**src/design/iob_wb_pkg.sv**
```systemverilog
package iob_wb_pkg;

   // Direction of one Wishbone cycle.
   typedef enum logic {
      WB_READ  = 1'b0, // All strobe bits low.
      WB_WRITE = 1'b1  // At least one strobe bit high.
   } wb_op_e;

   // Slave addressed by the current cycle.
   typedef enum logic {
      SLV_RAM  = 1'b0,
      SLV_REGS = 1'b1
   } wb_slave_e;

   localparam int REGS_BASE_BIT = 12; // Set means register block, clear means RAM.

endpackage

```
**src/design/wb_decoder.sv**
```systemverilog
`timescale 1ns/1ps

module wb_decoder
   import iob_wb_pkg::*;
#(
   parameter int ADDR_W = 32,
   parameter int DATA_W = 32
) (
   input  logic              clk_i,
   input  logic              rst_n_i,
   input  logic              wb_cyc_i,
   input  logic              wb_stb_i,
   input  logic [ADDR_W-1:0] wb_addr_i,
   input  logic              ram_ack_i,
   input  logic [DATA_W-1:0] ram_data_i,
   input  logic              regs_ack_i,
   input  logic [DATA_W-1:0] regs_data_i,
   output logic              ram_stb_o,
   output logic              regs_stb_o,
   output logic              wb_ack_o,
   output logic [DATA_W-1:0] wb_data_o
);

   wb_slave_e slave_d;
   wb_slave_e slave_q;
   logic      active;

   assign slave_d = wb_addr_i[REGS_BASE_BIT] ? SLV_REGS : SLV_RAM;

   // Target is held for the whole cycle.
   always_ff @(posedge clk_i) begin
      if (!rst_n_i) begin
         active  <= 1'b0;
         slave_q <= SLV_RAM;
      end else if (wb_ack_o) begin
         active <= 1'b0;
      end else if (wb_cyc_i && wb_stb_i && !active) begin
         active  <= 1'b1;
         slave_q <= slave_d;
      end
   end

   assign ram_stb_o  = active & (slave_q == SLV_RAM);
   assign regs_stb_o = active & (slave_q == SLV_REGS);
   assign wb_ack_o   = active & ((slave_q == SLV_REGS) ? regs_ack_i : ram_ack_i);
   assign wb_data_o  = (slave_q == SLV_REGS) ? regs_data_i : ram_data_i;

endmodule

```
**config.mk**
```make
export PLATFORM = sky130hd
export DESIGN_NAME = wb_decoder
export DESIGN_NICKNAME = d
export VERILOG_FILES = /design/src/design/iob_wb_pkg.sv /design/src/design/wb_decoder.sv
export SDC_FILE = /design/constraint.sdc
export NUM_CORES = 1
export LEC_CHECK = 0
export ABC_AREA = 1
export BUFFER_PORTS_ARGS = -buffer_cell sky130_fd_sc_hd__buf_2
export CORE_MARGIN = 2
export CORE_UTILIZATION = 24
export CTS_CLUSTER_SIZE = 20
export DETAILED_ROUTE_END_ITERATION = 7
export MAX_ROUTING_LAYER = met4
export PLACE_DENSITY_LB_ADDON = 0.05
export SLEW_MARGIN = 20
export SYNTH_ARGS = -nofsm -noshare
export SYNTH_HDL_FRONTEND = slang
export SYNTH_SLANG_ARGS = --single-unit
```
**constraint.sdc**
```tcl
create_clock -name clk_i -period 1.1 [get_ports clk_i]
set_input_delay 0.11 -clock clk_i [delete_from_list [all_inputs] [get_ports clk_i]]
set_output_delay 0.11 -clock clk_i [all_outputs]
set_load 0.02 [all_outputs]
```
==> impl_metrics.toml <==
[timing]
setup_ws_ns = -0.0926
finClkSkew_ns = 0.00218
whs_ns = 0.124
setup_tns_ns = -2.30
fin_crit_sh = 1.08
slew_headroom = 0.887
period_needed_ns = 1.19
rsz0062_at_grt = "true"
final_max_slew_viol_count = 0
setup_viol = 34
max_slew.worst_pin.slew_ns = 0.170
hold_viol_final = 0
timing.fmax_mhz = 839

[route]
drcViolationCount = 0
via_per_inst = 4.25
routedWlPerCell_um = 9.66
num_vias = 1092
dr.pass1.iters = 4
wl_um = 2480
ant_nets = 0
drtIter0Drc = 7

[finish]
n_antenna_cell = 0
final_layout_size_suffix_gt1_frac = 0.585
area_growth_pct = 140
nets = 333
fin_area_um2 = 1370
most-common-layout-cells = "nand2_1, buf_2, buf_6, nand2_2, buf_4"
layout_commonest_cell = "nand2_1"
final_core_util = 0.615

[clock_tree]
clock-root-buffer = "clkbuf_4"
path_clk_slew_ns = 0.03
htree_levels = 1
clock_latency_ns = 0.22
cts_tree = "built"
hold_buffers = 0
cts_buffer_depth = 2
numCtsBuffers = 3
clock_sinks = 2

[logic_synthesis]
synthCells = 122
synth_fp_nets = 224
syn-cell-area_um2 = 573
yosys_warnings = 0
avgSynthCellArea_um2 = 4.70
ys_seq_elements = 2
synth_cell_types = 11
yosysSeqAreaShare = 0.0699

[global_route]
grt-ovfl-total = 0
grt_max_degree = 34
grt_first_pass_wirelength_um = 3640
grt_use_total = 0.177
grt_pass1_vias = 968
antenna_found_initial = 0

[job]
cap_viol_max_count = 0

[power]
p_leak_uw = 0.000882
ir_drop_uv = 508
powerDensity_nw_per_um2 = 753

[critical_path]
start_kind = "flip-flop"
worstPathArrival_ns = 1.08
critical_path_class = "reg -> out"
path_max_fanout = 13
end_kind = "output pin"
r2r_slack_ns = -0.03
required_ns = 0.99

[placed_design]
postPlaceCellArea_um2 = 1090
dpl_worst_slack_ns = -0.0552
place.gp.congestion = 0.687
hpwl_um = 1890
portBuffers = 105

[floorplanning]
start_util = 0.257
core_area_um2 = 2230
dieArea_um2 = 2790
die_w_um = 52.9
rows = 17
fp.dieH_um = 52.9
pin_count = 137

[run_status]
status = "finished with violations"
violations = "setup timing"

[hold_path]
hold_class = "in -> reg"
==> per-stage QoR <==
stage / std cells / power (uW)
floorplan: 122 / 444
global placement: 251 / 676
detailed placement: 251 / 683
CTS: 257 / 1040
global route: 257 / 1120
finish: 257 / 1030
==> state kept, by name (all words and copies together), names as in the netlist <==
| signal | flops |
|---|---|
| active | 1 |
| slave_q | 1 |
==> worst max-delay path, stage by stage (launching register included) <==
cell and delay [ns]:
dfxtp_4 0.43, buf_8 0.16, nand2_1 0.06, nand2_1 0.09, buf_6 0.12
==> timing repair <==
item                                    CTS  global route
setup buffers                             3             0
endpoints found under the setup margin   35            36
pin swaps                                 1             1
gates resized for setup                  74             4
==> power by group <==
group          switching (uW)  total (uW)  leakage (uW)  internal [uW]
registers                13.9        92.9     0.0000175           79.1
clock network            41.6         162     0.0000138            120
logic                     388         779      0.000851            391
==> Yosys cell counts, drive strengths merged <==
cell,instances,area [um2]
nand2,105,424
nor2,4,20.0
inv,3,16.3
buf,7,67.6
nand3,1,5.00
dfxtp,2,40.0
==> path summary, 6_finish.rpt <==
path,startpoint,to,depth (start not counted)
worst min register to register,active$_SDFFE_PP0P_,active$_SDFFE_PP0P_,4
worst max register to register,slave_q$_SDFFE_PN0P_,active$_SDFFE_PP0P_,7
worst max-delay path,slave_q$_SDFFE_PN0P_,wb_data_o[0],4
worst min-delay path,rst_n_i,slave_q$_SDFFE_PN0P_,3
==> final cells by class <==
class / instances / area (um2)
Fill cell: 200 / 861
Timing Repair Buffer: 111 / 795
Tap cell: 28 / 35.0
Sequential cell: 2 / 45.0
Clock buffer: 3 / 22.5
Multi-Input combinational cell: 110 / 452
Inverter: 3 / 23.8
==> layer usage <==
metal | GRT usage | part of all wire | up-vias
li1 | - | - | 573
met1 | 0.166 | 0.35 | 442
met2 | 0.325 | 0.50 | 75
met3 | 0.0734 | 0.14 | 2
met4 | 0.0598 | 0.0085 | 0
met5 | - | 0 | -
==> cells by family after synthesis <==
logic type / after synthesis / share of synthesized area
and+or+nand+nor: 110 / 0.784
buffers and inverters: 10 / 0.146
DFF: 2 / 0.0699
Power figures use the tool's default switching activity.
