`src/design/iob_wb_pkg.sv`:
```
package iob_wb_pkg;

   // Direction of one Wishbone cycle.
   typedef enum logic {
      WB_READ  = 1'b0, // All strobe bits low.
      WB_WRITE = 1'b1  // At least one strobe bit high.
   } wb_op_e;

   // Slave addressed by the current cycle.
   typedef enum logic {
      SLV_RAM  = 1'b0,
      SLV_REGS = 1'b1
   } wb_slave_e;

   localparam int REGS_BASE_BIT = 12; // Set means register block, clear means RAM.

endpackage

```
`src/design/periph_pkg.sv`:
```
package periph_pkg;

   // Word index inside the register block.
   typedef enum logic [1:0] {
      REG_ID      = 2'd0, // Read-only identifier.
      REG_SCRATCH = 2'd1, // Byte-writable scratch word.
      REG_WCOUNT  = 2'd2  // Count of write acks.
   } reg_map_e;

   localparam logic [31:0] PERIPH_ID = 32'h1b2c_0a01;

   typedef enum logic [1:0] {
      RAM_IDLE = 2'd0,
      RAM_WAIT = 2'd1, // Wait states in progress.
      RAM_ACK  = 2'd2  // Access and acknowledge.
   } ram_state_e;

endpackage

```
`src/design/wb_regs.sv`:
```
`timescale 1ns/1ps

module wb_regs
   import iob_wb_pkg::*;
   import periph_pkg::*;
#(
   parameter int ADDR_W = 32,
   parameter int DATA_W = 32
) (
   input  logic                clk_i,
   input  logic                rst_n_i,
   input  logic                stb_i,
   input  logic                we_i,
   input  logic [  ADDR_W-1:0] addr_i,
   input  logic [DATA_W/8-1:0] sel_i,
   input  logic [  DATA_W-1:0] data_i,
   output logic                ack_o,
   output logic [  DATA_W-1:0] data_o
);

   reg_map_e          reg_idx;
   wb_op_e            op;
   logic              access;
   logic              wr_en;
   logic [DATA_W-1:0] scratch;
   logic [DATA_W-1:0] wcount;

   assign reg_idx = reg_map_e'(addr_i[3:2]);
   assign op      = wb_op_e'(we_i);
   assign access  = stb_i & ~ack_o; // First strobe cycle only.
   assign wr_en   = access & (op == WB_WRITE);

   always_ff @(posedge clk_i) begin
      if (!rst_n_i) begin
         ack_o   <= 1'b0;
         scratch <= '0;
         wcount  <= '0;
      end else begin
         ack_o <= access;
         if (wr_en) begin
            wcount <= wcount + 1'b1; // Any write to this block counts.
         end
         if (wr_en && reg_idx == REG_SCRATCH) begin
            for (int b = 0; b < DATA_W / 8; b++) begin
               if (sel_i[b]) begin
                  scratch[8*b +: 8] <= data_i[8*b +: 8];
               end
            end
         end
      end
   end

   always_ff @(posedge clk_i) begin
      if (access) begin
         case (reg_idx)
            REG_ID:      data_o <= DATA_W'(PERIPH_ID);
            REG_SCRATCH: data_o <= scratch;
            REG_WCOUNT:  data_o <= wcount;
            default:     data_o <= '0; // Unmapped word reads zero.
         endcase
      end
   end

endmodule

```
`config.mk`:
```
export PLATFORM = sky130hd
export DESIGN_NAME = wb_regs
export DESIGN_NICKNAME = d
export VERILOG_FILES = /design/src/design/iob_wb_pkg.sv /design/src/design/periph_pkg.sv /design/src/design/wb_regs.sv
export SDC_FILE = /design/constraint.sdc
export NUM_CORES = 1
export LEC_CHECK = 0
export BUFFER_PORTS_ARGS = -buffer_cell sky130_fd_sc_hd__buf_2
export CAP_MARGIN = 40
export CORE_MARGIN = 8
export CORE_UTILIZATION = 57
export DETAILED_ROUTE_END_ITERATION = 8
export MAX_ROUTING_LAYER = met4
export PLACE_DENSITY = 0.85
export SLEW_MARGIN = 20
export SYNTH_ARGS = -nofsm -noshare
export SYNTH_HDL_FRONTEND = slang
export SYNTH_SLANG_ARGS = --single-unit
export TNS_END_PERCENT = 1
```
`constraint.sdc`:
```
create_clock -name clk_i -period 5.5 [get_ports clk_i]
set_clock_uncertainty 0.15 [all_clocks]
set_input_delay 1.1 -clock clk_i [delete_from_list [all_inputs] [get_ports clk_i]]
set_output_delay 1.1 -clock clk_i [all_outputs]
set_load 0.005 [all_outputs]
```
==> results of run 1 <==
==> critical path, delay by kind of cell <==
family,cells,cell delay (ns)
simple gates,2,1.16
buf+inv,1,0.09
compound gates,2,0.76
==> flip-flops by register name, indices dropped and copies added, names as in the netlist <==
register	cells
wcount	32
scratch	32
data_o	32
ack_o	1
==> cells in the mapped netlist, drive strengths merged, types with 11 or more instances <==
cell type	n	share of area
a21oi	18	0.022
mux2i	35	0.086
clkbuf	17	0.016
dfxtp	65	0.32
a22o	22	0.048
nand2	15	0.014
nand2b	18	0.028
nand3	12	0.015
nor2	44	0.041
nor2b	11	0.017
edfxtp	32	0.24
==> area by class of cell <==
| cell class | instances | area, um2 | share of cell area |
|---|---|---|---|
| timing repair buffer | 78 | 413 | 0.0875 |
| sequential | 97 | 2260 | 0.479 |
| multi-input combinational | 252 | 1700 | 0.360 |
| tap | 99 | 124 | 0.0262 |
| clock buffer | 12 | 145 | 0.0308 |
| inverter | 6 | 22.5 | 0.00477 |
| clock inverter | 4 | 53.8 | 0.0114 |
==> routing by layer <==
metal / part of all wire / GRT usage / wire length, um / vias up
met5: 0 / - / 0 / -
met4: 0.011 / 0.0663 / 101 / 0
met3: 0.085 / 0.0387 / 785 / 9
met2: 0.50 / 0.304 / 4610 / 113
met1: 0.41 / 0.230 / 3780 / 1522
li1: - / - / - / 1524
==> power groups by stage <==
| stage | sequential [mW] | combinational (mW) | clock [mW] |
|---|---|---|---|
| 4_1_cts | 0.762 | 0.0791 | 0.469 |
| 5_1_grt | 0.763 | 0.0851 | 0.500 |
| 2_1_floorplan | 0.780 | 0.0363 | 0 |
| 3_3_place_gp | 0.778 | 0.0747 | 0 |
| 6_report | 0.762 | 0.0785 | 0.463 |
| 3_5_place_dp | 0.778 | 0.0788 | 0 |
==> cells by family after synthesis <==
family,synth area share
simple gates,0.181
flops,0.555
compound gates,0.123
mux,0.0860
buf+inv,0.0286
xor+xnor,0.0236
fa+ha+maj,0.00307
==> stage by stage <==
| step | cell area, um2 | std cells | total power [mW] | utilization |
|---|---|---|---|---|
| 5_1_grt | 4720 | 548 | 1.35 | 0.665 |
| 6_report | 4720 | 548 | 1.30 | 0.665 |
| 4_1_cts | 4720 | 548 | 1.31 | 0.665 |
| 2_1_floorplan | 4080 | 376 | 0.816 | - |
| 3_3_place_gp | 4500 | 531 | 0.852 | 0.634 |
| 3_5_place_dp | 4520 | 532 | 0.857 | 0.637 |
==> how the worst max path moves through the flow <==
stage               cells after the start          to  slack (ns)  start
floorplan                               1   data_o[0]        2.36  stb_i
global placement                        5  wcount[27]        2.33  stb_i
detailed placement                      5  wcount[23]        2.24  stb_i
CTS                                     5  wcount[25]        2.49  stb_i
global route                            5  wcount[25]        2.27  stb_i
finish                                  5  wcount[25]        2.43  stb_i
==> results.ini, run 1 <==
[job]
maxCapViolations = 0

[pwr]
p_comb_frac = 0.060
p_clk_frac = 0.355
cellLeakagePower_nw = 1.97
switching_power_mw = 0.291
pwr-share-seq = 0.584
worst_ir_drop_on_vdd_mv = 0.141
power_density_mw_per_mm2 = 276
power_switching_share = 0.223
cellInternalPower_mw = 1.01

[setup_path]
number_of_cells_on_the_worst_reg_to_reg_path = 4
worst_ep_arrival_time_ns = 3.13
r2r_slack_ns = 2.87
cp.required_ns = 5.56
critical_path.startpoint_type = input pin
max_stage_delay_ns = 0.63
end_kind = flop
slowest_stage = sky130_fd_sc_hd__nand4_1
critical_path.reg2reg.startpoint = ack_o
worstPathMaxFanout = 15
worstReg2RegEnd = wcount[25]
timing.critical_path.cells = buf_2 > and3b_1 > nand4_1 > o311ai_0 > o41ai_1
timing_worst_setup_path_type = input pin to flop

[floorplan]
initial_core_utilization = 0.574
rows = 31
core-area_mm2 = 0.00710
die_area_mm2 = 0.0101
die_x_um = 101
io_pins = 105
die_h_um = 101

[drt]
avgRoutedWirePerCell_um = 16.9
detail_route.vias_per_cell = 5.78
final_antenna_net_count = 0
routed_wl_um = 9270
remaining_drc_errors = 0
via_count = 3168
firstDrtPassIters = 4
drtIter0Drc = 243

[clocking]
tritoncts = done
clk_latency_ns = 0.35
hold_buffers = 0
cts_htree_levels = 3
cts_num_sinks = 97
postCtsSetupBuffers = 0
numCtsBuffers = 9
cts.root.buffer_cell = sky130_fd_sc_hd__clkbuf_8
cts.clk_slew.worst_paths_ns = 0.09
cts_resized = 0
cts-root-to-sink-buffers = 2

[logic_synthesis]
ys.flop_type = sky130_fd_sc_hd__dfxtp_1
post_synth_num_cell_types = 43
synth_area_mm2 = 0.00408
yosys_warnings = 0
ys_seq_area_frac = 0.555
synthesis.instances = 376
synth_edf_count = 32
avgSynthCellArea_um2 = 10.8
postSynthRegisterBits = 97
async_flop_share = 0
syn-num-nets = 449

[timing]
timing.final.ws_setup_ns = 2.43
max_slew.worst_pin.slew_ns = 0.608
hold_ws_ns = 0.344
min_period_over_period = 0.558
number_of_endpoints_with_negative_hold_slack_in_the_final_report = 0
timing.fmax_ghz = 0.326
finalWorstPathRequiredPeriod_ns = 3.07
final-setup-viol-count = 0
setup_total_negative_slack_ns = 0
unrepaired_setup_endpoints_after_global_routing = false
timing_max_transition_violations_final = 0
slew_headroom = 0.593

[finish]
num_antenna_cells = 0
post_route_cells_drive_above_1_share = 0.223
layout.cells.most_common = sky130_fd_sc_hd__buf_2
relative_area_change_from_synthesis_to_final_layout_pct = 15.8
fillerInstances = 535
final_cell_mix = sky130_fd_sc_hd__buf_2, sky130_fd_sc_hd__dfxtp_1, sky130_fd_sc_hd__nor2_1
layout_nets = 517

[placement]
pre_cts_ws_ns = 2.24
portBuffers = 74
estimated_wirelength_of_the_detail_placed_design_um = 6590
gp_congestion = 0.771

[global_routing]
via_count_of_the_first_global_routing_pass = 3007
antenna_found_initial = 0
grt-ovfl-total = 0
maximum_number_of_pins_on_one_net_before_global_route_repair = 45
grt_util_overall = 0.189
grt_first_pass_wirelength_um = 14600

[hold_path]
hold-path-cell-count = 2
hold_path_class = flop to flop
holdPathEnd = wcount[31]
worstHoldStart = wcount[31]

[outcome]
outcome = complete, no violations

No activity file was read; power rests on OpenSTA's default activity.
==> inputs of run 2 (changes only) <==
CORE_UTILIZATION = 47   (was 57)
PLACE_DENSITY = 0.75   (was 0.85)
clock period = 2.8 ns   (was 5.5 ns; I/O delays follow)
==> run 2 against run 1 <==
Combinational power increased by 92%; sequential cell count unchanged; via count decreased by 1.2%; clock power increased by 110%; worst hold slack got worse by 0.052 ns; die area increased by 18%; sequential power increased by 97%; cell area increased by 1.0%; count of clock-buffer cells in the layout decreased by 1; non-clock buffer count increased by 4; critical path depth unchanged.
==> results.ini, run 2 (synthesis gave the netlist of run 1 again) <==
[outcome]
outcome = complete, no violations

[setup_path]
critical_path.startpoint_type = flop
critical_path.reg2reg.startpoint = wcount[0]
number_of_cells_on_the_worst_reg_to_reg_path = 5
end_kind = flop
r2r_slack_ns = 0.56
worstPathMaxFanout = 14
timing.critical_path.to = wcount[28]
startpoint = wcount[0]
worstReg2RegEnd = wcount[28]
worst_ep_arrival_time_ns = 2.37
timing_worst_setup_path_type = flop to flop
cp.required_ns = 2.93

[pwr]
cellLeakagePower_nw = 2.01
power_density_mw_per_mm2 = 551
worst_ir_drop_on_vdd_mv = 0.281

[clocking]
postCtsSetupBuffers = 0
cts_resized = 0
cts_num_sinks = 97
cts_htree_levels = 3
cts-root-to-sink-buffers = 2
tritoncts = done
numCtsBuffers = 9
hold_buffers = 0
clk_latency_ns = 0.34
cts.root.buffer_cell = sky130_fd_sc_hd__clkbuf_8
cts.clk_slew.worst_paths_ns = 0.09

[finish]
layout_nets = 521
post_route_cells_drive_above_1_share = 0.230
fillerInstances = 747
regArea_mm2 = 0.00226
num_antenna_cells = 0
final_util = 0.558
top_regs = data_o: 32 flops, scratch: 32 flops, wcount: 32 flops
relative_area_change_from_synthesis_to_final_layout_pct = 17.0
fin_cells = 561
footprint_of_the_multi_input_gates_mm2 = 0.00170
layout.cells.most_common = sky130_fd_sc_hd__buf_2
final_cell_mix = sky130_fd_sc_hd__buf_2, sky130_fd_sc_hd__dfxtp_1, sky130_fd_sc_hd__nor2_1

[timing]
timing_max_transition_violations_final = 0
unrepaired_setup_endpoints_after_global_routing = false
number_of_endpoints_with_negative_hold_slack_in_the_final_report = 0
timing.final.ws_setup_ns = 0.556
setup_total_negative_slack_ns = 0
max_slew.worst_pin.slew_ns = 0.709
min_period_over_period = 0.802
timing.fmax_ghz = 0.446
finalWorstPathRequiredPeriod_ns = 2.24
slew_headroom = 0.526
final-setup-viol-count = 0

[drt]
final_antenna_net_count = 0
firstDrtPassIters = 4
routed_wl_um = 9220
drtIter0Drc = 204
detail_route.vias_per_cell = 5.58
via_count = 3129
avgRoutedWirePerCell_um = 16.4
remaining_drc_errors = 0

[floorplan]
die_x_um = 109
io_pins = 105
die_area_mm2 = 0.0119
core-area_mm2 = 0.00855
die_h_um = 109
rows = 34
initial_core_utilization = 0.477

[global_routing]
grt-ovfl-total = 0
grt_first_pass_wirelength_um = 15000
via_count_of_the_first_global_routing_pass = 3141
grt_util_overall = 0.163
antenna_found_initial = 0
maximum_number_of_pins_on_one_net_before_global_route_repair = 49

[placement]
estimated_wirelength_of_the_detail_placed_design_um = 6810
pre_cts_ws_ns = 0.491
gp_congestion = 0.821
dp_cells = 545
portBuffers = 74

[job]
maxCapViolations = 0

[hold_path]
hold_path_class = input pin to flop

==> run 2: power breakdown <==
group	switching, mW	internal (mW)
sequential	0.0129	1.48
combinational	0.0868	0.0646
clock	0.454	0.527
==> run 2: per-stage QoR <==
stage          hold slack [ns]  power, mW  area [um2]
2_1_floorplan            0.293       1.60        4080
3_3_place_gp             0.321       1.68        4550
3_5_place_dp             0.335       1.68        4550
4_1_cts                  0.284       2.65        4770
5_1_grt                  0.280       2.73        4770
6_report                 0.292       2.63        4770
==> run 2: worst min path at each step <==
stage                        endpoint  cells past startpoint  slack (ns)       start
final                     scratch[27]                      3        0.29  data_i[27]
after global routing      scratch[27]                      3        0.28  data_i[27]
after detailed placement   wcount[31]                      2        0.33  wcount[31]
after CTS                 scratch[27]                      3        0.28  data_i[27]
after global placement     wcount[31]                      2        0.32  wcount[31]
after floorplan            wcount[31]                      2        0.29  wcount[31]
==> run 2: critical path, cell delays in order (launching register included) <==
cell and delay [ns]:
sky130_fd_sc_hd__dfxtp_1 0.49, sky130_fd_sc_hd__ha_1 0.20, sky130_fd_sc_hd__nand4b_1 0.15, sky130_fd_sc_hd__or4b_4 0.63
sky130_fd_sc_hd__nor4_1 0.35, sky130_fd_sc_hd__mux2i_1 0.21
==> run 2: per-layer routing <==
metal,GRT usage,vias up,part of all wire
met1,0.197,1504,0.43
met3,0.0230,7,0.065
met4,0.0626,0,0.011
li1,-,1535,-
met2,0.268,83,0.50
met5,-,-,0
==> run 2: area by class of cell <==
| type | count | share of cell area |
|---|---|---|
| Inverter | 6 | 0.00472 |
| Timing Repair Buffer | 82 | 0.0903 |
| Tap cell | 108 | 0.0283 |
| Clock inverter | 5 | 0.0163 |
| Sequential cell | 97 | 0.474 |
| Clock buffer | 11 | 0.0297 |
| Multi-Input combinational cell | 252 | 0.356 |
