--- config.mk ---
export PLATFORM = sky130hd
export DESIGN_NAME = iob_iob2wishbone
export DESIGN_NICKNAME = d
export VERILOG_FILES = /design/src/design/iob_wb_pkg.sv /design/src/design/iob_iob2wishbone.sv
export SDC_FILE = /design/constraint.sdc
export NUM_CORES = 1
export LEC_CHECK = 0
export CORE_MARGIN = 2
export CORE_UTILIZATION = 40
export DETAILED_ROUTE_END_ITERATION = 7
export DONT_BUFFER_PORTS = 1
export SYNTH_ARGS = -nofsm -noshare
export SYNTH_HDL_FRONTEND = slang
export SYNTH_SLANG_ARGS = --single-unit
--- constraint.sdc ---
create_clock -name clk_i -period 1.2 [get_ports clk_i]
set_input_delay 0 -clock clk_i [delete_from_list [all_inputs] [get_ports clk_i]]
set_output_delay 0 -clock clk_i [all_outputs]
set_load 0.05 [all_outputs]
--- src/design/iob_wb_pkg.sv ---
package iob_wb_pkg;

   // Direction of one Wishbone cycle.
   typedef enum logic {
      WB_READ  = 1'b0, // All strobe bits low.
      WB_WRITE = 1'b1  // At least one strobe bit high.
   } wb_op_e;

   // Slave addressed by the current cycle.
   typedef enum logic {
      SLV_RAM  = 1'b0,
      SLV_REGS = 1'b1
   } wb_slave_e;

   localparam int REGS_BASE_BIT = 12; // Set means register block, clear means RAM.

endpackage

--- src/design/iob_iob2wishbone.sv ---
`timescale 1ns/1ps

module iob_iob2wishbone
   import iob_wb_pkg::*;
#(
   parameter int ADDR_W     = 32,
   parameter int DATA_W     = 32,
   parameter int READ_BYTES = 4
) (
   input  logic                clk_i,
   input  logic                rst_n_i,
   input  logic                iob_avalid_i,
   input  logic [  ADDR_W-1:0] iob_addr_i,
   input  logic [  DATA_W-1:0] iob_wdata_i,
   input  logic [DATA_W/8-1:0] iob_wstrb_i,
   output logic                iob_rvalid_o,
   output logic [  DATA_W-1:0] iob_rdata_o,
   output logic                iob_ready_o,
   output logic [  ADDR_W-1:0] wb_addr_o,
   output logic [DATA_W/8-1:0] wb_select_o,
   output logic                wb_we_o,
   output logic                wb_cyc_o,
   output logic                wb_stb_o,
   output logic [  DATA_W-1:0] wb_data_o,
   input  logic                wb_ack_i,
   input  logic [  DATA_W-1:0] wb_data_i
);

   localparam int STRB_W = DATA_W / 8;
   localparam logic [STRB_W-1:0] RB_MASK = STRB_W'((1 << READ_BYTES) - 1);

   wb_op_e              op;
   logic                accept;
   logic                we;
   logic [STRB_W-1:0]   select;

   logic                avalid_r;
   logic [ADDR_W-1:0]   addr_r;
   logic [DATA_W-1:0]   wdata_r;
   logic [STRB_W-1:0]   select_r;
   logic                we_r;
   logic [DATA_W-1:0]   rdata_r;
   logic                ack_r;

   assign op     = (|iob_wstrb_i) ? WB_WRITE : WB_READ;
   assign we     = (op == WB_WRITE);
   assign select = we ? iob_wstrb_i : RB_MASK << iob_addr_i[1:0]; // Read lanes follow the address.
   assign accept = iob_avalid_i & iob_ready_o;

   // First cycle comes straight from the request, later ones from the copy.
   assign wb_stb_o    = accept | avalid_r;
   assign wb_cyc_o    = wb_stb_o;
   assign wb_addr_o   = accept ? iob_addr_i : addr_r;
   assign wb_data_o   = accept ? iob_wdata_i : wdata_r;
   assign wb_select_o = accept ? select : select_r;
   assign wb_we_o     = accept ? we : we_r;

   assign iob_ready_o  = ~avalid_r | ack_r;
   assign iob_rvalid_o = ack_r & ~we_r; // Writes complete without a read pulse.
   assign iob_rdata_o  = rdata_r;

   always_ff @(posedge clk_i) begin
      if (!rst_n_i) begin
         avalid_r <= 1'b0;
         ack_r    <= 1'b0;
      end else begin
         ack_r <= wb_ack_i;
         if (wb_ack_i) begin
            avalid_r <= 1'b0; // Cycle done.
         end else if (accept) begin
            avalid_r <= 1'b1;
         end
      end
   end

   always_ff @(posedge clk_i) begin
      if (accept) begin
         addr_r   <= iob_addr_i;
         wdata_r  <= iob_wdata_i;
         select_r <= select;
         we_r     <= we;
      end
      rdata_r <= wb_data_i;
   end

endmodule

==> results of run 1 <==
routing by layer:
metal,share of wire [%],routed length [um],vias up
met2,55,4780,123
met3,8.4,737,20
met5,0,0,-
li1,-,-,1060
met1,34,2960,1045
met4,3.0,259,0
final cells by class:
class                           count  share of cell area [%]
Tap cell                          105                    2.12
Timing Repair Buffer              185                    41.8
Inverter                            1                  0.0605
Clock buffer                        9                    2.00
Multi-Input combinational cell     89                    19.8
Clock inverter                      7                   0.887
Sequential cell                   103                    33.3
cell families (layout without fill, tap and decap cells):
| kind of cell | count (synthesis) | count (layout) | share of synthesized area, % |
|---|---|---|---|
| DFF | 103 | 103 | 62.0 |
| muxes | 64 | 64 | 28.4 |
| AOI/OAI and AO/OA | 13 | 13 | 1.96 |
| and+or+nand+nor | 11 | 12 | 2.75 |
| buffers and inverters | 10 | 202 | 4.89 |
worst paths after layout:
path	startpoint	end	slack, ns
max reg2reg	ack_r	wdata_r[1]	-0.05
max	ack_r	wb_addr_o[10]	-0.44
min	iob_avalid_i	we_r	-0.12
min reg2reg	wdata_r[5]	wdata_r[5]	0.50
cell usage in the layout (no fill, tap or decap), types with 2 or more instances in the layout:
master and count:
a21oi_1 3, a21oi_4 10, buf_12 76, buf_4 8, buf_6 2, clkbuf_8 9
clkinvlp_4 4, dfxtp_1 102, dlygate4sd3_1 99, mux2_2 4, mux2_4 60, nor2_1 2
timing repair:
item / in CTS / in global routing
hold endpoints to repair: 103 / 7
setup endpoints to repair: 129 / 133
resized for setup: 22 / 2
buffers inserted: 0 / 1
cloned: 1 / 0
pin swaps: 4 / 4
state kept, by name (all words and copies together), names as in the netlist:
signal,count
we_r,1
iob_rdata_o,32
avalid_r,1
ack_r,1
wdata_r,32
select_r,4
addr_r,32
stage by stage:
| step | TNS (ns) | cell area, um^2 |
|---|---|---|
| 2_1_floorplan | -15.03 | 3380 |
| 3_3_place_gp | -3.76 | 4910 |
| 3_5_place_dp | -4.87 | 4910 |
| 4_1_cts | -31.30 | 6190 |
| 5_1_grt | -36.57 | 6200 |
| 6_report | -29.67 | 6200 |
power groups by stage:
stage	Sequential, uW	Combinational (uW)	Clock [uW]
floorplan	4120	1810	0
global placement	4150	3150	0
detailed placement	4160	3180	0
CTS	4090	3500	2040
global route	4130	3610	2150
finish	4090	3500	1960
critical path, cell delays in order (launching register included):
cell and delay [ns]:
dfxtp_1 0.32, nand2b_4 0.18, nand2_8 0.12, buf_12 0.17, mux2_4 0.34, buf_12 0.16
==> flow_metrics.env, run 1 <==
export IMPL_post_route_cells_drive_above_1_share_pct=46.4
export IMPL_worstSkewPairLatency_ns=0.35
export IMPL_least_margin_pin_slew_ns=0.521
export IMPL_grt_pass1_wl_mm=13.3
export IMPL_rows=33
export IMPL_post_synthesis_cell_area_um2=3330
export IMPL_p_per_area_nw_per_um2=1540
export IMPL_synth_nets=305
export IMPL_grt_total_usage_pct=19.4
export IMPL_final_fill_count=472
export IMPL_path_max_fanout=14
export IMPL_crit_path_start_kind="flip-flop"
export IMPL_ir_worst_vdd_uv=990
export IMPL_clockRootBuffer="clkbuf_8"
export IMPL_timing_final_crit_share_pct=137
export IMPL_finalNonFillerCells=499
export IMPL_detail_route_vias_per_cell=4.51
export IMPL_hold_buffers=99
export IMPL_starting_density_of_the_core_pct=40.9
export IMPL_detailroute_via_count=2248
export IMPL_die_area_um2=9060
export IMPL_tritoncts_clock_tree="built"
export IMPL_clock_tree_htree_level_count=3
export IMPL_netSwitchingFraction_pct=33.4
export IMPL_hold_crit_class="input port to flip-flop"
export IMPL_internal_power_uw=6360
export IMPL_clock_fmax_ghz=0.609
export IMPL_fin_ws_ns=-0.441
export IMPL_global_route_layer_with_the_greatest_usage="met2"
export IMPL_antenna_diode_count=0
export IMPL_p_leak_uw=0.00273
export IMPL_total_number_of_nets_in_the_final_design=493
export IMPL_gp_congestion=0.715
export IMPL_ys_warn_count=0
export IMPL_timing_hold_ws_ns=-0.117
export IMPL_critical_path_endpoint_type="primary output"
export IMPL_worst_endpoint_arrival_ns=1.64
export IMPL_place_detailed_hpwl_mm=5.37
export IMPL_p_switching_uw=3190
export IMPL_share_clk_of_total_power_pct=20.5
export IMPL_antenna_nets_post_route=0
export IMPL_synth_area_leader_cell="dfxtp_1"
export IMPL_post_synth_arst_share_pct=0
export IMPL_dr_first_iter_drc_count=32
export IMPL_postSynth_topFlopCell="dfxtp_1"
export IMPL_clock_sink_count=103
export IMPL_maximum_number_of_pins_on_one_net_before_global_route_repair=19
export IMPL_outcome="complete, but fails checks"
export IMPL_netlist_instances=201
export IMPL_number_of_antenna_violations_at_the_first_check_in_global_routing=0
export IMPL_reg2reg_depth=4
export IMPL_port_buffers=0
export IMPL_post_synth_top_count_cell="dfxtp_1"
export IMPL_worst_clock_skew_ns=0.0135
export IMPL_numCtsBuffers=9
export IMPL_min_period_ns=1.64
export IMPL_synth_seq_area_share_pct=62.0
export IMPL_ioPinCount=209
export IMPL_finalMaxSlewViolations=0
export IMPL_endpoints_failing_setup=132
export IMPL_final_core_density_pct=76.3
export IMPL_synth_top_cells_by_area="dfxtp_1 (62%), mux2_4 (27%), buf_12 (4.2%), a21oi_1 (2.0%), mux2_2 (1.4%)"
export IMPL_synth_ff_latch_count=103
export IMPL_grt_setup_unrepaired="true"
export IMPL_worst_setup_path_type="flip-flop to primary output"
export IMPL_grt_use_met1_pct=19.8
export IMPL_gr_usage_met3_pct=6.25
export IMPL_post_synth_cell_area_avg_um2=16.6
export IMPL_die_span_y_um=95.2
export IMPL_final_hold_vio_count=7
export IMPL_synth_common_cells="dfxtp_1 (103), mux2_4 (60), a21oi_1 (13), buf_12 (7), mux2_2 (4)"
export IMPL_worst_slew_margin_rel_pct=65.2
export IMPL_postRouteWirelength_mm=8.73
export IMPL_dr_pass1_iters=5
export IMPL_pwr_share_seq_pct=42.8
export IMPL_multi_input_gate_area_in_the_final_layout_um2=1230
export IMPL_ys_types=17
export IMPL_min_delay_path_depth=2
export IMPL_total_power_uw=9550
export IMPL_regArea_um2=2060
export IMPL_coreArea_um2=8130
export IMPL_grt_use_met2_pct=35.3
export IMPL_detail_route_drc_violations=0
export IMPL_post_place_cells=382
export IMPL_detail_route_wl_per_cell_um=17.5
export IMPL_violated_checks="hold timing, setup timing"
export IMPL_post_synth_top_area_fraction_pct=62.0
export IMPL_share_comb_of_total_power_pct=36.6
export IMPL_synth_enable_flop_cells=0
export IMPL_cp_data_required_time_ns=1.20
export IMPL_maxCapViolations=0
export IMPL_grt_overflow_total=0
export IMPL_die_x_um=95.2
export IMPL_area_delta_synth_final_pct=86.5
export IMPL_clkTransAtPathRegs_ns=0.10
export IMPL_grt_pass1_vias=2562
export IMPL_post_place_ws_ns=-0.0782
export IMPL_cts_max_path_buffers=2
No activity file was read; power rests on OpenSTA's default activity.
==> run 2, diff against run 1 <==
Settings changed: CTS_BUF_LIST from default to sky130_fd_sc_hd__clkbuf_4.
==> run 2 against run 1 <==
Compared with the run above: the flow still finishes with violations (hold timing, setup timing); cell count decreased by 0.20%; register-to-register slack about the same; worst hold slack got worse by 0.11 ns; clock-buffer cell count unchanged; power decreased by 3.9%; routed wire length decreased by 0.66%; die area unchanged; sequential power about the same; non-clock buffer count decreased by 1.
==> flow_metrics.env, run 2 (synthesis results as in run 1) <==
export IMPL_postRouteWirelength_mm=8.68
export IMPL_hold_buffers=99
export IMPL_detail_route_vias_per_cell=4.53
export IMPL_grt_pass1_vias=2545
export IMPL_most_common_layout_cells="dfxtp_1 (102), dlygate4sd3_1 (99), buf_12 (75)"
export IMPL_grt_pass1_wl_mm=13.2
export IMPL_final_design_area_no_fill_um2=6130
export IMPL_worstSkewPairLatency_ns=0.43
export IMPL_maxCapViolations=0
export IMPL_crit_path_start_kind="flip-flop"
export IMPL_endpoints_failing_setup=124
export IMPL_worst_endpoint_arrival_ns=1.73
export IMPL_area_delta_synth_final_pct=84.4
export IMPL_worst_setup_path_type="flip-flop to primary output"
export IMPL_ioPinCount=209
export IMPL_crit_path_cell_trace="nand2b_4 > nand2_8 > buf_12 > mux2_4 > buf_12"
export IMPL_post_route_cells_drive_above_1_share_pct=46.3
export IMPL_post_place_cells=382
export IMPL_port_buffers=0
export IMPL_grt_total_usage_pct=19.3
export IMPL_grt_use_met1_pct=19.8
export IMPL_clockRootBuffer="clkbuf_4"
export IMPL_detailroute_via_count=2255
export IMPL_final_fill_count=474
export IMPL_antenna_diode_count=0
export IMPL_cts_max_path_buffers=2
export IMPL_die_area_um2=9060
export IMPL_gp_congestion=0.715
export IMPL_critical_path_endpoint_type="primary output"
export IMPL_antenna_nets_post_route=0
export IMPL_p_per_area_nw_per_um2=1500
export IMPL_violated_checks="hold timing, setup timing"
export IMPL_p_leak_uw=0.00270
export IMPL_clkTransAtPathRegs_ns=0.15
export IMPL_die_x_um=95.2
export IMPL_dr_first_iter_drc_count=13
export IMPL_finalNonFillerCells=498
export IMPL_timing_final_crit_share_pct=144
export IMPL_tritoncts_clock_tree="built"
export IMPL_grt_setup_unrepaired="true"
export IMPL_detail_route_wl_per_cell_um=17.4
export IMPL_die_span_y_um=95.2
export IMPL_min_period_ns=1.73
export IMPL_number_of_antenna_violations_at_the_first_check_in_global_routing=0
export IMPL_maximum_number_of_pins_on_one_net_before_global_route_repair=19
export IMPL_final_hold_vio_count=8
export IMPL_path_max_fanout=14
export IMPL_worst_path_largest_cell_delay_ns=0.34
export IMPL_hold_crit_class="input port to flip-flop"
export IMPL_critical_path_most_common_cell="buf_12"
export IMPL_fin_ws_ns=-0.529
export IMPL_numCtsBuffers=9
export IMPL_detail_route_drc_violations=0
export IMPL_grt_overflow_total=0
export IMPL_final_core_density_pct=75.4
export IMPL_least_margin_pin_slew_ns=0.520
export IMPL_worst_slew_margin_rel_pct=65.3
export IMPL_gr_usage_met3_pct=6.96
export IMPL_clock_tree_htree_level_count=3
export IMPL_crit_path_top_delay_cell="mux2_4"
export IMPL_outcome="complete, but fails checks"
export IMPL_finalMaxSlewViolations=0
export IMPL_clock_sink_count=103
export IMPL_coreArea_um2=8130
export IMPL_grt_use_met2_pct=35.0
export IMPL_starting_density_of_the_core_pct=40.9
export IMPL_worst_clock_skew_ns=0.0176
export IMPL_rows=33
export IMPL_total_number_of_nets_in_the_final_design=492
export IMPL_layout_cells_most_common="dfxtp_1"
export IMPL_placement_cell_area_um2=4910
export IMPL_dr_pass1_iters=4
export IMPL_timing_hold_ws_ns=-0.224
export IMPL_ir_worst_vdd_uv=943
export IMPL_cts_repair_timing_setup_buffer_count=0
export IMPL_clock_fmax_ghz=0.578
export IMPL_cp_data_required_time_ns=1.20
export IMPL_final_setup_tns_ns=-35.28
export IMPL_global_route_layer_with_the_greatest_usage="met2"
export IMPL_place_detailed_hpwl_mm=5.37
[run 2: layer usage]
layer,vias to the layer above,wire (um)
li1,1062,-
met1,1049,2980
met4,0,199
met5,-,0
met2,130,4740
met3,14,756
[run 2: final timing paths]
path	slack (ns)	end	from	cells after the start
max	-0.53	wb_data_o[22]	ack_r	5
min	-0.22	we_r	iob_avalid_i	2
min reg2reg	0.51	wdata_r[5]	wdata_r[5]	1
max reg2reg	-0.05	wdata_r[1]	ack_r	4
[run 2: worst max-delay path: cells and delay by family (launching register included)]
kind                   cells  cell delay, ns
muxes                      1            0.34
and+or+nand+nor            2            0.30
buffers and inverters      2            0.32
DFF                        1            0.33
[run 2: cell type report]
cell class	instances	area [um^2]	share of cell area [%]
Clock inverter	7	55.1	0.897
Sequential cell	103	2060	33.6
Clock buffer	9	67.6	1.10
Multi-Input combinational cell	89	1230	20.1
Tap cell	105	131	2.14
Inverter	1	3.75	0.0612
Timing Repair Buffer	184	2580	42.1
[run 2: timing repair]
| action | CTS | global route |
|---|---|---|
| endpoints found under the hold margin | 103 | 17 |
| resized for setup | 21 | 2 |
| cloned | 1 | 0 |
| pin swaps | 3 | 0 |
| setup endpoints to repair | 130 | 136 |
[run 2: metrics by stage]
step	hold WS (ns)	power (uW)	worst slack, ns
finish	-0.224	9180	-0.529
global route	-0.270	9520	-0.616
detailed placement	0.0278	7340	-0.0782
floorplan	0.0277	5930	-0.189
global placement	0.0278	7300	-0.0604
CTS	-0.256	9250	-0.572
[run 2: power breakdown]
part	internal, uW	switching, uW
registers	3770	321
logic	1810	1680
clock network	443	1150
total	6030	3150
